[src/common/mem_defs.svh]
`ifndef MEM_DEFS_SVH
`define MEM_DEFS_SVH

// byte address width, shared by both ports and the memory bus
`define MEM_ADDR_BITS 16

// data word width
`define MEM_WORD_BITS 32

// words held by the memory controller
// word index is taken from address bits 9 down to 2
`define MEM_DEPTH_WORDS 256

// clock edges from an accepted request to its completion pulse
// must be 1 or more
`define MEM_LATENCY 3

`endif

[src/common/mem_pkg.sv]
`include "mem_defs.svh"

package mem_pkg;

  // byte address as seen by the ports and the memory bus
  typedef logic [`MEM_ADDR_BITS-1:0] mem_addr_t;

  // one data word
  typedef logic [`MEM_WORD_BITS-1:0] mem_word_t;

  // which port currently owns the memory
  typedef enum logic [1:0] {
    FREE  = 2'd0,
    INSTR = 2'd1,
    DATA  = 2'd2
  } mmu_lock_e;

endpackage

[src/hdl/memory_management_unit.sv]
`timescale 1ns/1ps

module memory_management_unit (
  input  logic              clock,
  input  logic              arst_n,

  // instruction fetch port
  input  logic              instr_read,
  input  mem_pkg::mem_addr_t instr_address,
  output mem_pkg::mem_word_t instr_rdata,
  output logic              instr_ready,

  // data port
  input  logic              data_read,
  input  logic              data_write,
  input  mem_pkg::mem_addr_t data_address,
  input  mem_pkg::mem_word_t data_wdata,
  output mem_pkg::mem_word_t data_rdata,
  output logic              data_ready,
  output logic              data_done,

  // memory bus towards the controller
  output logic              mem_read,
  output logic              mem_write,
  output mem_pkg::mem_addr_t mem_address,
  output mem_pkg::mem_word_t mem_wdata,
  input  mem_pkg::mem_word_t mem_rdata,
  input  logic              mem_ready,
  input  logic              mem_done
);

  import mem_pkg::*;

  // current owner, registered
  mmu_lock_e lock_q;
  mmu_lock_e lock_d;

  // owner for this cycle, either the held lock or a fresh pick
  mmu_lock_e grant;

  // completion of whatever access is in flight
  logic      complete;

  assign complete = mem_ready | mem_done;

  // pick an owner only while the memory is free
  // instruction fetch wins a tie with the data port
  always_comb begin
    grant = lock_q;
    if (lock_q == FREE) begin
      if (instr_read) begin
        grant = INSTR;
      end else if (data_read || data_write) begin
        grant = DATA;
      end else begin
        grant = FREE;
      end
    end
  end

  // hold the owner until its pulse, then release
  // a pending write is never cut off by a fetch
  always_comb begin
    if (complete) begin
      lock_d = FREE;
    end else begin
      lock_d = grant;
    end
  end

  always_ff @(posedge clock or negedge arst_n) begin
    if (!arst_n) begin
      lock_q <= FREE;
    end else begin
      lock_q <= lock_d;
    end
  end

  // steer the granted port onto the memory bus
  always_comb begin
    mem_read    = 1'b0;
    mem_write   = 1'b0;
    mem_address = '0;
    mem_wdata   = '0;
    case (grant)
      INSTR: begin
        mem_read    = instr_read;
        mem_address = instr_address;
      end
      DATA: begin
        mem_read    = data_read;
        mem_write   = data_write;
        mem_address = data_address;
        mem_wdata   = data_wdata;
      end
      default: begin
        // nobody granted, bus stays quiet
        mem_read    = 1'b0;
        mem_write   = 1'b0;
      end
    endcase
  end

  // responses only reach the port that holds the lock
  // the pulse arrives while lock_q still names the owner
  always_comb begin
    instr_rdata = '0;
    instr_ready = 1'b0;
    data_rdata  = '0;
    data_ready  = 1'b0;
    data_done   = 1'b0;
    case (lock_q)
      INSTR: begin
        instr_rdata = mem_rdata;
        instr_ready = mem_ready;
      end
      DATA: begin
        data_rdata = mem_rdata;
        data_ready = mem_ready;
        data_done  = mem_done;
      end
      default: begin
        instr_ready = 1'b0;
        data_ready  = 1'b0;
        data_done   = 1'b0;
      end
    endcase
  end

endmodule

[config.mk]
export PLATFORM = sky130hd
export DESIGN_NAME = memory_management_unit
export DESIGN_NICKNAME = d
export VERILOG_FILES = /design/src/common/mem_pkg.sv /design/src/hdl/memory_management_unit.sv
export VERILOG_INCLUDE_DIRS = /design/src /design/src/common
export SDC_FILE = /design/constraint.sdc
export NUM_CORES = 1
export LEC_CHECK = 0
export ABC_AREA = 1
export BUFFER_PORTS_ARGS = -buffer_cell sky130_fd_sc_hd__buf_2
export CAP_MARGIN = 25
export CORE_AREA = 3 3 83 85
export DETAILED_ROUTE_END_ITERATION = 10
export DIE_AREA = 0 0 86 88
export GPL_TIMING_DRIVEN = 0
export PLACE_DENSITY = 0.68
export SLEW_MARGIN = 40
export SYNTH_ARGS = -nofsm -noshare
export SYNTH_HDL_FRONTEND = slang
export SYNTH_SLANG_ARGS = --single-unit
[constraint.sdc]
create_clock -name clock -period 2.2 [get_ports clock]
set_input_delay 0.44 -clock clock [delete_from_list [all_inputs] [get_ports clock]]
set_output_delay 0.44 -clock clock [all_outputs]
set_load 0.005 [all_outputs]
# Word level (Yosys, flattened, before mapping)
# Index checks and enable logic that the tools add are counted.
totals:
  reg_bits: 2
  in_bits: 103
  elab_cells: 21
classes:
  eq_ne: 4
  muxes: 13
  bitwise_logic: 1
  reduce_logical: 2
ops:
  columns: ["op", "count"]
  rows:
  - ["32-bit two-way mux", 3]
  - ["16-bit case mux with 2 select lines", 1]
  - ["2-bit two-way mux", 4]
  - ["2-bit by 1-bit equality test with 1-bit output (second input constant)", 2]
  - ["2-bit equality test (second input constant)", 2]
  - ["1-bit two-way mux", 4]
  - ["2-bit logical NOT", 1]
  - ["1-bit case mux with 2 select lines", 1]
  - ["1-bit logical OR", 1]
  - ["1-bit OR", 1]

# Logic depth before layout (Yosys ltp)
# Gate-level depths: netlist of run 1.
depth:
  depth_word: 6
  ltp_mapped: 10
  depth_no_buf: 8

# Worst setup path after synthesis of run 1
# Ideal clock, no wire load.
synth_path:
  path_type: "input -> output"
  from: "input port instr_read"
  to: "output port mem_address[0]"
  t_arrival_ps: 1391
  required_ps: 1760
  path_slack_ps: 369
  stages: 7
  cell_sequence: "nor2_1 -> nor2_1 -> inv_1 -> ha_1 -> buf_2 -> buf_2 -> a21oi_1"
synth_via:
  elab_chain_cells: 4
  elab_cells_between_ends: 5
synth_rtl:
  columns: ["item", "line", "source"]
  rows:
  - ["start: declaration", "memory_management_unit.sv:8", "input logic instr_read,"]
  - ["2-bit two-way mux *", "memory_management_unit.sv:51", "if (instr_read) begin"]
  - ["2-bit two-way mux *", "memory_management_unit.sv:50", "if (lock_q == FREE) begin"]
  - ["2-bit equality test or 2-bit by 1-bit equality test with 1-bit output (tied branches)", "memory_management_unit.sv:85", "case (grant)"]
  - ["16-bit case mux with 2 select lines *", "memory_management_unit.sv:85", null]
  - ["end: declaration", "memory_management_unit.sv:25", "output mem_pkg::mem_addr_t mem_address,"]
# Mark *: on every way between the ends. The rest lies on a longest branch, timed or not.

# Worst setup path in the final report of run 1
layout_path:
  from: "register lock_q[0]"
  to: "output port mem_address[1]"
layout_via:
  elab_chain_cells: 4
  elab_cells_between_ends: 5
layout_rtl:
  columns: ["item", "line", "source"]
  rows:
  - ["start: declaration", "memory_management_unit.sv:35", "mmu_lock_e lock_q;"]
  - ["start signal: assignment", "memory_management_unit.sv:75", "lock_q <= lock_d;"]
  - ["2-bit logical NOT", "memory_management_unit.sv:50", null]
  - ["2-bit two-way mux *", "memory_management_unit.sv:50", null]
  - ["2-bit equality test or 2-bit by 1-bit equality test with 1-bit output (tied branches)", "memory_management_unit.sv:85", null]
  - ["16-bit case mux with 2 select lines *", "memory_management_unit.sv:85", null]
# Marks and branches as above.

==> reports/results.tsv, run 1 <==
metric	value	unit
largest_register	lock_q	
ios	220	
synth_top_cell_by_area	nand2_1	
start_util	17.4	%
dieArea	0.00757	mm2
worst_pin_slew	0.229	ns
powerDensity	251	mW/mm2
dr_total_vias	2166	
htreeDepth	1	
synth_area_leaders	nand2_1 (25%), inv_1 (24%), nor2_1 (24%), a21oi_1 (8.3%), buf_2 (4.6%)	
design_area	0.00240	mm2
leakage	1.96	nW
worstPathArrival	1.70	ns
nFillCells	698	
numCtsBuffers	3	
drtPass1Iterations	4	
rows	29	
finalNetCount	584	
report.final.setup_viol	0	
min_path_type	in2async	
place_ws	0.0556	ns
postSynthAreaPerCell	4.29	um2
synth-async-reset-ratio	100	%
cp_max_fo	10	
syn_nets	359	
num_antenna_cells	0	
placed_area	0.00228	mm2
drt_iter0_drc	51	
drive_gt1_share	52.6	%
hold_buffers	0	
relSlewSlack	84.7	%
grt_start_max_net_pins	11	
clk_path_buf_depth	2	
max-vdd-ir-drop	109	uV
maxCapViolCount	0	
place_hpwl	5010	um
fin_skew	0.000553	ns
largest_reg_flops	2	
tns	0	ns
min_period	2.14	ns
yosysMostFrequentCell	nand2_1	
drcViolationCount	0	
wl_per_cell	10.3	um
status	finished, final reports clean	
period_share	97.1	%
crit_type	reg2out	
gp_congestion	0.734	
port_buffers	219	
cts_sinks	2	
ys_warn_count	0	
max_freq	468	MHz
grt_util_all_layers	13.4	%
ys_ff_latch	2	
clk_pin_slew	0.03	ns
antenna_found_initial	0	
finalHoldViolCount	0	
synth_edf_count	0	
fp.dieH	88	um
first_global_vias	1969	
clkLatencyLatePin	0.21	ns
ys_seq_area_share	4.59	%
grt-ovfl-total	0	
viasPerCell	3.91	
grt_pass1_wl	8360	um
seqCellArea	51.3	um2
wirelength	5700	um
area_growth	120	%
maxSlewViolCount	0	
end_kind	primary output	
p_total	0.000602	W
setup_slack	0.0631	ns
ys_top_cells_by_count	nand2_1 (72), inv_1 (71), nor2_1 (69), a21oi_1 (18), buf_2 (10)	
cts_tree	built	
synthFlopType	dfrtp_1	
cp_data_required_time	1.76	ns
yosysTopAreaCellShare	24.8	%
netlist_instances	254	
multi_input_area	702	um2
cp-start-kind	flop	
core	0.00628	mm2
netlist_area	0.00109	mm2
largestRegisters	lock_q: 2 flops	
clockRootBuffer	clkbuf_8	
final_util	38.3	%
synth_cell_types	12	
die_w	86	um
ant_nets	0	
==> timing repair <==
item,CTS,global route
setup buffers,1,2
pin swaps,1,2
setup endpoints to repair,10,50
gates cloned,0,0
gates resized for setup,4,14
hold endpoints to repair,0,0
==> layout by cell type (no fill, tap or decap) <==
master,Yosys,routed
buf_6,2,6
nor2_1,69,67
nor2_4,0,3
clkbuf_8,1,4
buf_2,10,225
nand2_1,72,70
a21oi_2,0,2
buf_4,3,4
ha_4,0,1
inv_1,71,71
nand2_2,0,2
inv_2,2,2
dfrtp_2,0,1
a21oi_1,18,16
dfrtp_1,2,1
ha_1,2,1
nor2_2,2,1
==> critical path, cell delays in order, from the launching register on <==
cell     delay [ns]
dfrtp_2        0.43
nor2_4         0.14
nand2_2        0.08
nand2_2        0.09
inv_1          0.05
ha_1           0.18
buf_6          0.13
buf_6          0.13
nand2_1        0.08
a21oi_2        0.06
buf_2          0.12
==> per-layer routing <==
layer	track usage, %	part of all wire [%]
met3	2.07	11
met4	5.90	1.6
met5	0	0
met1	12.9	35
met2	27.7	53
==> where the power goes <==
group	switching (W)	internal, W	total (W)
registers	0.00000198	0.0000390	0.0000410
clock network	0.0000276	0.000116	0.000143
logic	0.000209	0.000209	0.000418
total	0.000239	0.000364	0.000602
==> cell families (layout without fill, tap and decap cells) <==
| family | count (synthesis) | count (layout) | synth area share (%) |
|---|---|---|---|
| and+or+nand+nor | 143 | 143 | 49.7 |
| buffers and inverters | 89 | 312 | 35.1 |
| AOI/OAI and AO/OA | 18 | 18 | 8.27 |
| adders and majority gates | 2 | 2 | 2.30 |
| DFF | 2 | 2 | 4.59 |
==> path summary, 6_finish.rpt <==
kind	startpoint	depth (start not counted)	endpoint	slack (ns)
worst max-delay path	lock_q[0]	10	mem_address[1]	0.06
worst min-delay path	arst_n	1	lock_q[0]	0.02
worst max register to register	lock_q[0]	4	lock_q[0]	1.29
worst min register to register	lock_q[0]	3	lock_q[1]	0.64
max in group asynchronous	arst_n	1	lock_q[0]	2.07
min in group clock	mem_done	4	lock_q[1]	0.57
==> area by class of cell <==
type / instances / area share (%)
plain buffers: 14 / 4.95
well taps: 77 / 4.01
flip-flops and latches: 2 / 2.14
clock buffers: 3 / 1.72
inverters: 73 / 11.4
repair buffers: 222 / 46.6
multi-input cells: 163 / 29.2
==> stage by stage <==
stage                     instances  hold WS (ns)
final                           554        0.0157
after global routing            554        0.0141
after CTS                       553        0.0111
after detailed placement        550         0.232
after global placement          550         0.226
after floorplan                 254         0.144
Note: power is estimated with default switching activity, not from simulation.
==> run 2, diff against run 1 <==
--- a/config.mk
+++ b/config.mk
@@ -14,6 +14,7 @@
 export DIE_AREA = 0 0 86 88
 export GPL_TIMING_DRIVEN = 0
 export PLACE_DENSITY = 0.68
+export RECOVER_POWER = 50
 export SLEW_MARGIN = 40
 export SYNTH_ARGS = -nofsm -noshare
 export SYNTH_HDL_FRONTEND = slang
==> run 2 against run 1 <==
  * First-iteration DRC count did not move
  * Via count unchanged
  * Hold slack better by 0.0055 ns
  * Clock power about the same
  * Critical path depth did not move
  * Flip-flop and latch count did not move
  * Critical path type unchanged
  * Critical endpoint unchanged
  * Highest routed layer unchanged
==> reports/results.tsv, run 2 (same netlist as run 1, synthesis figures left out) <==
metric	value	unit	change
drtPass1Iterations	4		unchanged
clk_path_buf_depth	2		unchanged
gp_congestion	0.734		unchanged
grt-ovfl-total	0		unchanged
wirelength	5700	um	about the same
p_seq_share	6.8	%	about the same
ios	220		unchanged
min_period	2.14	ns	unchanged
layout_common_cells	buf_2 (224), inv_1 (71), nand2_1 (70)		was buf_2 (225), inv_1 (71), nand2_1 (70)
core	0.00628	mm2	unchanged
start_util	17.4	%	unchanged
finalHoldViolCount	0		unchanged
grt_start_max_net_pins	11		unchanged
htreeDepth	1		unchanged
largest_reg_flops	2		unchanged
antenna_found_initial	0		unchanged
grt_pass1_wl	8360	um	unchanged
numCtsBuffers	3		unchanged
area_growth	120	%	about the same
ant_nets	0		unchanged
dr_total_vias	2166		unchanged
path_cells	nor2_4 -> nand2_2 -> nand2_2 -> inv_1 -> ha_1 -> buf_6 -> buf_6 -> nand2_1 -> a21oi_2 -> buf_2		unchanged
max-vdd-ir-drop	109	uV	about the same
clk_pin_slew	0.03	ns	about the same
fp.dieH	88	um	unchanged
end_kind	primary output		unchanged
worst_pin_slew	0.229	ns	unchanged
largestRegisters	lock_q: 2 flops		unchanged
worstPathArrival	1.70	ns	about the same
report.final.setup_viol	0		unchanged
dp.cells	550		unchanged
tns	0	ns	unchanged
crit_type	reg2out		unchanged
combPwrFrac	69.4	%	about the same
fin_skew	0.000553	ns	unchanged
status	finished, final reports clean		unchanged
max_freq	468	MHz	unchanged
maxSlewViolCount	0		unchanged
place_hpwl	5010	um	unchanged
drcViolationCount	0		unchanged
cts_sinks	2		unchanged
min_path_type	in2async		unchanged
finalNonFillerCells	554		unchanged
grt_util_all_layers	13.4	%	unchanged
cp_num_buf_inv	4		unchanged
clockRootBuffer	clkbuf_8		unchanged
power_frac_clock	23.8	%	about the same
design_area	0.00240	mm2	about the same
mostFrequentLayoutCell	buf_2		unchanged
num_antenna_cells	0		unchanged
first_global_vias	1969		unchanged
cp-start-kind	flop		unchanged
cpMaxStageDelayCell	dfrtp_2		unchanged
cts_tree	built		unchanged
critPathTopFamily	flip-flops		unchanged
cp_data_required_time	1.76	ns	about the same
leakage	1.96	nW	about the same
largest_register	lock_q		unchanged
port_buffers	219		unchanged
powerDensity	251	mW/mm2	about the same
max_stage_delay	0.43	ns	about the same
p_sw	0.000239	W	about the same
rows	29		unchanged
relSlewSlack	84.7	%	unchanged
viasPerCell	3.91		unchanged
final_util	38.3	%	about the same
die_w	86	um	unchanged
p_int	0.000363	W	was 0.000364 W
placed_area	0.00228	mm2	unchanged
p_sw_share	39.6	%	about the same
wl_per_cell	10.3	um	about the same
clkLatencyLatePin	0.21	ns	about the same
dieArea	0.00757	mm2	unchanged
cp_max_fo	10		unchanged
drive_gt1_share	52.4	%	was 52.6%
finalNetCount	584		unchanged
drt_iter0_drc	51		unchanged
maxCapViolCount	0		unchanged
period_share	97.1	%	unchanged
-- run 2: cell count changes in the layout (fill, tap and decap cells not counted) --
cell	previous run	this run
buf_2	225	224
clkbuf_1	0	1
-- run 2: what timing repair did --
action	CTS	global route
setup buffers	1	2
gates resized for setup	4	14
pin swaps	1	2
endpoints found under the hold margin	0	0
hold buffers	0	0
endpoints found under the setup margin	10	50
-- run 2: worst paths after layout --
| path | startpoint | slack, ns | endpoint | cells after the start |
|---|---|---|---|---|
| hold / removal | arst_n | 0.02 | lock_q[0] | 1 |
| setup / recovery | lock_q[0] | 0.06 | mem_address[1] | 10 |
| hold reg to reg | lock_q[0] | 0.64 | lock_q[1] | 3 |
| setup reg to reg | lock_q[0] | 1.29 | lock_q[0] | 4 |
| min in group clock | mem_done | 0.57 | lock_q[1] | 4 |
| max in group asynchronous | arst_n | 2.03 | lock_q[0] | 1 |
-- run 2: power groups by stage --
stage	Sequential (W)	Combinational (W)	Clock, W
finish	0.0000410	0.000418	0.000143
global placement	0.0000403	0.000387	0
global route	0.0000413	0.000473	0.000149
detailed placement	0.0000403	0.000393	0
floorplan	0.0000401	0.000180	0
CTS	0.0000399	0.000402	0.000147
-- run 2: per-layer routing --
layer / vias to the layer above / share of wire (%) / GRT usage [%]
met5: - / 0 / 0
met4: 0 / 1.6 / 5.90
met3: 6 / 11 / 2.07
met2: 132 / 53 / 27.7
met1: 888 / 35 / 12.9
li1: 1140 / - / -
-- run 2: final cells by class --
cell class / count / area [um2]
Tap cell: 77 / 96.3
Buffer: 14 / 119
Timing Repair Buffer: 222 / 1120
Inverter: 73 / 274
Multi-Input combinational cell: 163 / 702
Sequential cell: 2 / 51.3
Clock buffer: 3 / 41.3
Fill cell: 699 / 3880
-- run 2: per-stage QoR --
step / setup WS [ns] / hold slack (ns) / total power (W)
final: 0.0631 / 0.0212 / 0.000602
after global placement: 0.0808 / 0.226 / 0.000428
after global routing: -0.0253 / 0.0233 / 0.000664
after detailed placement: 0.0556 / 0.232 / 0.000433
after CTS: -0.00674 / 0.0111 / 0.000590
after floorplan: 0.369 / 0.144 / 0.000220
==> run 3, diff against run 2 <==
--- a/config.mk
+++ b/config.mk
@@ -13,7 +13,7 @@
 export DETAILED_ROUTE_END_ITERATION = 10
 export DIE_AREA = 0 0 86 88
 export GPL_TIMING_DRIVEN = 0
-export PLACE_DENSITY = 0.68
+export PLACE_DENSITY = 0.64
 export RECOVER_POWER = 50
 export SLEW_MARGIN = 40
 export SYNTH_ARGS = -nofsm -noshare
==> run 3 against run 2 <==
  * Design area increased by 1.5%
  * Die area did not move
  * Register-to-register slack better by 0.07 ns
  * Fmax up 0.32%
  * Utilization rose by 0.56 points
  * Total power increased by 3.2%
  * Via count stayed put
  * Critical path type unchanged
  * Largest power group unchanged
==> reports/results.tsv, run 3 (same netlist as run 1, synthesis figures left out) <==
metric	value	unit	change
finalNonFillerCells	554		unchanged
grt_pass1_wl	7820	um	was 8360 um
ant_nets	0		unchanged
wl_per_cell	9.79	um	was 10.3 um
seqCellArea	51.3	um2	unchanged
drcViolationCount	0		unchanged
worst_pin_slew	0.213	ns	was 0.229 ns
grt_start_max_net_pins	11		unchanged
wirelength	5430	um	was 5700 um
largest_register	lock_q		unchanged
finalHoldViolCount	0		unchanged
tns	0	ns	unchanged
cp-start-kind	flop		unchanged
power_frac_clock	23.0	%	was 23.8%
cts_sinks	2		unchanged
gp_congestion	0.697		was 0.734
area_growth	124	%	was 120%
multi_input_area	709	um2	was 702 um2
ios	220		unchanged
drt_iter0_drc	27		was 51
grt_util_all_layers	12.3	%	was 13.4%
r2r_start	lock_q[0]		unchanged
min_period	2.13	ns	was 2.14 ns
rows	29		unchanged
dr_total_vias	2166		unchanged
relSlewSlack	85.7	%	was 84.7%
final_util	38.8	%	was 38.3%
status	finished, final reports clean		unchanged
p_int	0.000376	W	was 0.000363 W
powerDensity	255	mW/mm2	was 251 mW/mm2
antenna_found_initial	0		unchanged
p_seq_share	6.6	%	was 6.8%
combPwrFrac	70.4	%	was 69.4%
largestRegisters	lock_q: 2 flops		unchanged
p_sw	0.000245	W	was 0.000239 W
placed_area	0.00228	mm2	unchanged
worstPathArrival	1.69	ns	was 1.70 ns
r2r_cells	3		was 4
end_kind	primary output		unchanged
design_area	0.00244	mm2	was 0.00240 mm2
r2r-end	lock_q[1]		was lock_q[0]
maxCapViolCount	0		unchanged
first_global_vias	1846		was 1969
num_antenna_cells	0		unchanged
p_sw_share	39.4	%	was 39.6%
fp.dieH	88	um	unchanged
core	0.00628	mm2	unchanged
place_hpwl	4840	um	was 5010 um
clk_path_buf_depth	2		unchanged
crit_type	reg2out		unchanged
drtPass1Iterations	4		unchanged
nFillCells	707		was 699
layout_common_cells	buf_2 (221), inv_1 (70), nand2_1 (69)		was buf_2 (224), inv_1 (71), nand2_1 (70)
numCtsBuffers	3		unchanged
htreeDepth	1		unchanged
cp_max_fo	10		unchanged
die_w	86	um	unchanged
leakage	1.96	nW	about the same
r2r_slack	1.36	ns	was 1.29 ns
cts_tree	built		unchanged
max_freq	469	MHz	was 468 MHz
largest_reg_flops	2		unchanged
finalNetCount	584		unchanged
viasPerCell	3.91		unchanged
cp_data_required_time	1.76	ns	about the same
dieArea	0.00757	mm2	unchanged
max-vdd-ir-drop	116	uV	was 109 uV
grt-ovfl-total	0		unchanged
dp.cells	550		unchanged
clk_pin_slew	0.03	ns	about the same
drive_gt1_share	53.7	%	was 52.4%
period_share	96.8	%	was 97.1%
port_buffers	219		unchanged
hold_slack	0.00682	ns	was 0.0212 ns
min_path_type	in2async		unchanged
maxSlewViolCount	0		unchanged
hold_buffers	0		unchanged
rsz0062_at_grt	yes		
report.final.setup_viol	0		unchanged
fin_skew	0.00303	ns	was 0.000553 ns
mostFrequentLayoutCell	buf_2		unchanged
start_util	17.4	%	unchanged
clockRootBuffer	clkbuf_8		unchanged
clkLatencyLatePin	0.21	ns	about the same
run 3: changes by cell type in the layout (fill, tap and decap cells not counted), moves of 2 or more:
| cell | previous run | this run |
|---|---|---|
| a21oi_2 | 2 | 6 |
| buf_2 | 224 | 221 |
| a21oi_1 | 16 | 12 |
| buf_4 | 4 | 2 |
| clkbuf_4 | 0 | 3 |
run 3: area by class of cell:
cell class | count | share of cell area [%]
plain buffers | 15 | 5.80
repair buffers | 221 | 46.1
clock buffers | 3 | 1.69
flip-flops and latches | 2 | 2.11
multi-input cells | 163 | 29.1
inverters | 73 | 11.2
well taps | 77 | 3.95
run 3: through the flow:
stage | worst slack, ns | power [W]
after global routing | -0.00872 | 0.000686
after floorplan | 0.369 | 0.000220
after CTS | 0.0135 | 0.000595
after detailed placement | -0.0443 | 0.000436
after global placement | -0.0352 | 0.000431
final | 0.0700 | 0.000621
run 3: how the worst max path moves through the flow:
stage / depth (start not counted) / startpoint / to / slack, ns
3_5_place_dp: 9 / instr_read / mem_address[6] / -0.04
4_1_cts: 10 / lock_q[0] / mem_address[6] / 0.01
3_3_place_gp: 9 / instr_read / mem_address[6] / -0.04
6_report: 8 / lock_q[0] / mem_address[0] / 0.07
5_1_grt: 8 / lock_q[0] / mem_address[0] / -0.009
2_1_floorplan: 7 / instr_read / mem_address[0] / 0.37
run 3: per-layer routing:
layer  track usage, %  wire [um]
met1             12.6       1870
met2             25.6       2890
met3             2.45        646
met4             2.16         19
met5                0          0
run 3: timing repair:
item,CTS,global route
pin swaps,0,2
setup endpoints to repair,10,48
hold endpoints to repair,0,0
gates resized for setup,8,22
setup buffers,0,2
run 3: worst max-delay path: stages (launching register included):
cell and delay, ns:
dfrtp_2 0.43, nor2_4 0.14, nand2_2 0.08, nand2_2 0.06, ha_2 0.26, buf_6 0.13, buf_6 0.14, a21oi_1 0.11
buf_2 0.13
run 3: power by group through the flow:
stage | clock (W) | sequential [W] | combinational, W
2_1_floorplan | 0 | 0.0000401 | 0.000180
3_3_place_gp | 0 | 0.0000403 | 0.000391
3_5_place_dp | 0 | 0.0000404 | 0.000395
4_1_cts | 0.000146 | 0.0000402 | 0.000409
5_1_grt | 0.000151 | 0.0000411 | 0.000494
6_report | 0.000143 | 0.0000409 | 0.000437
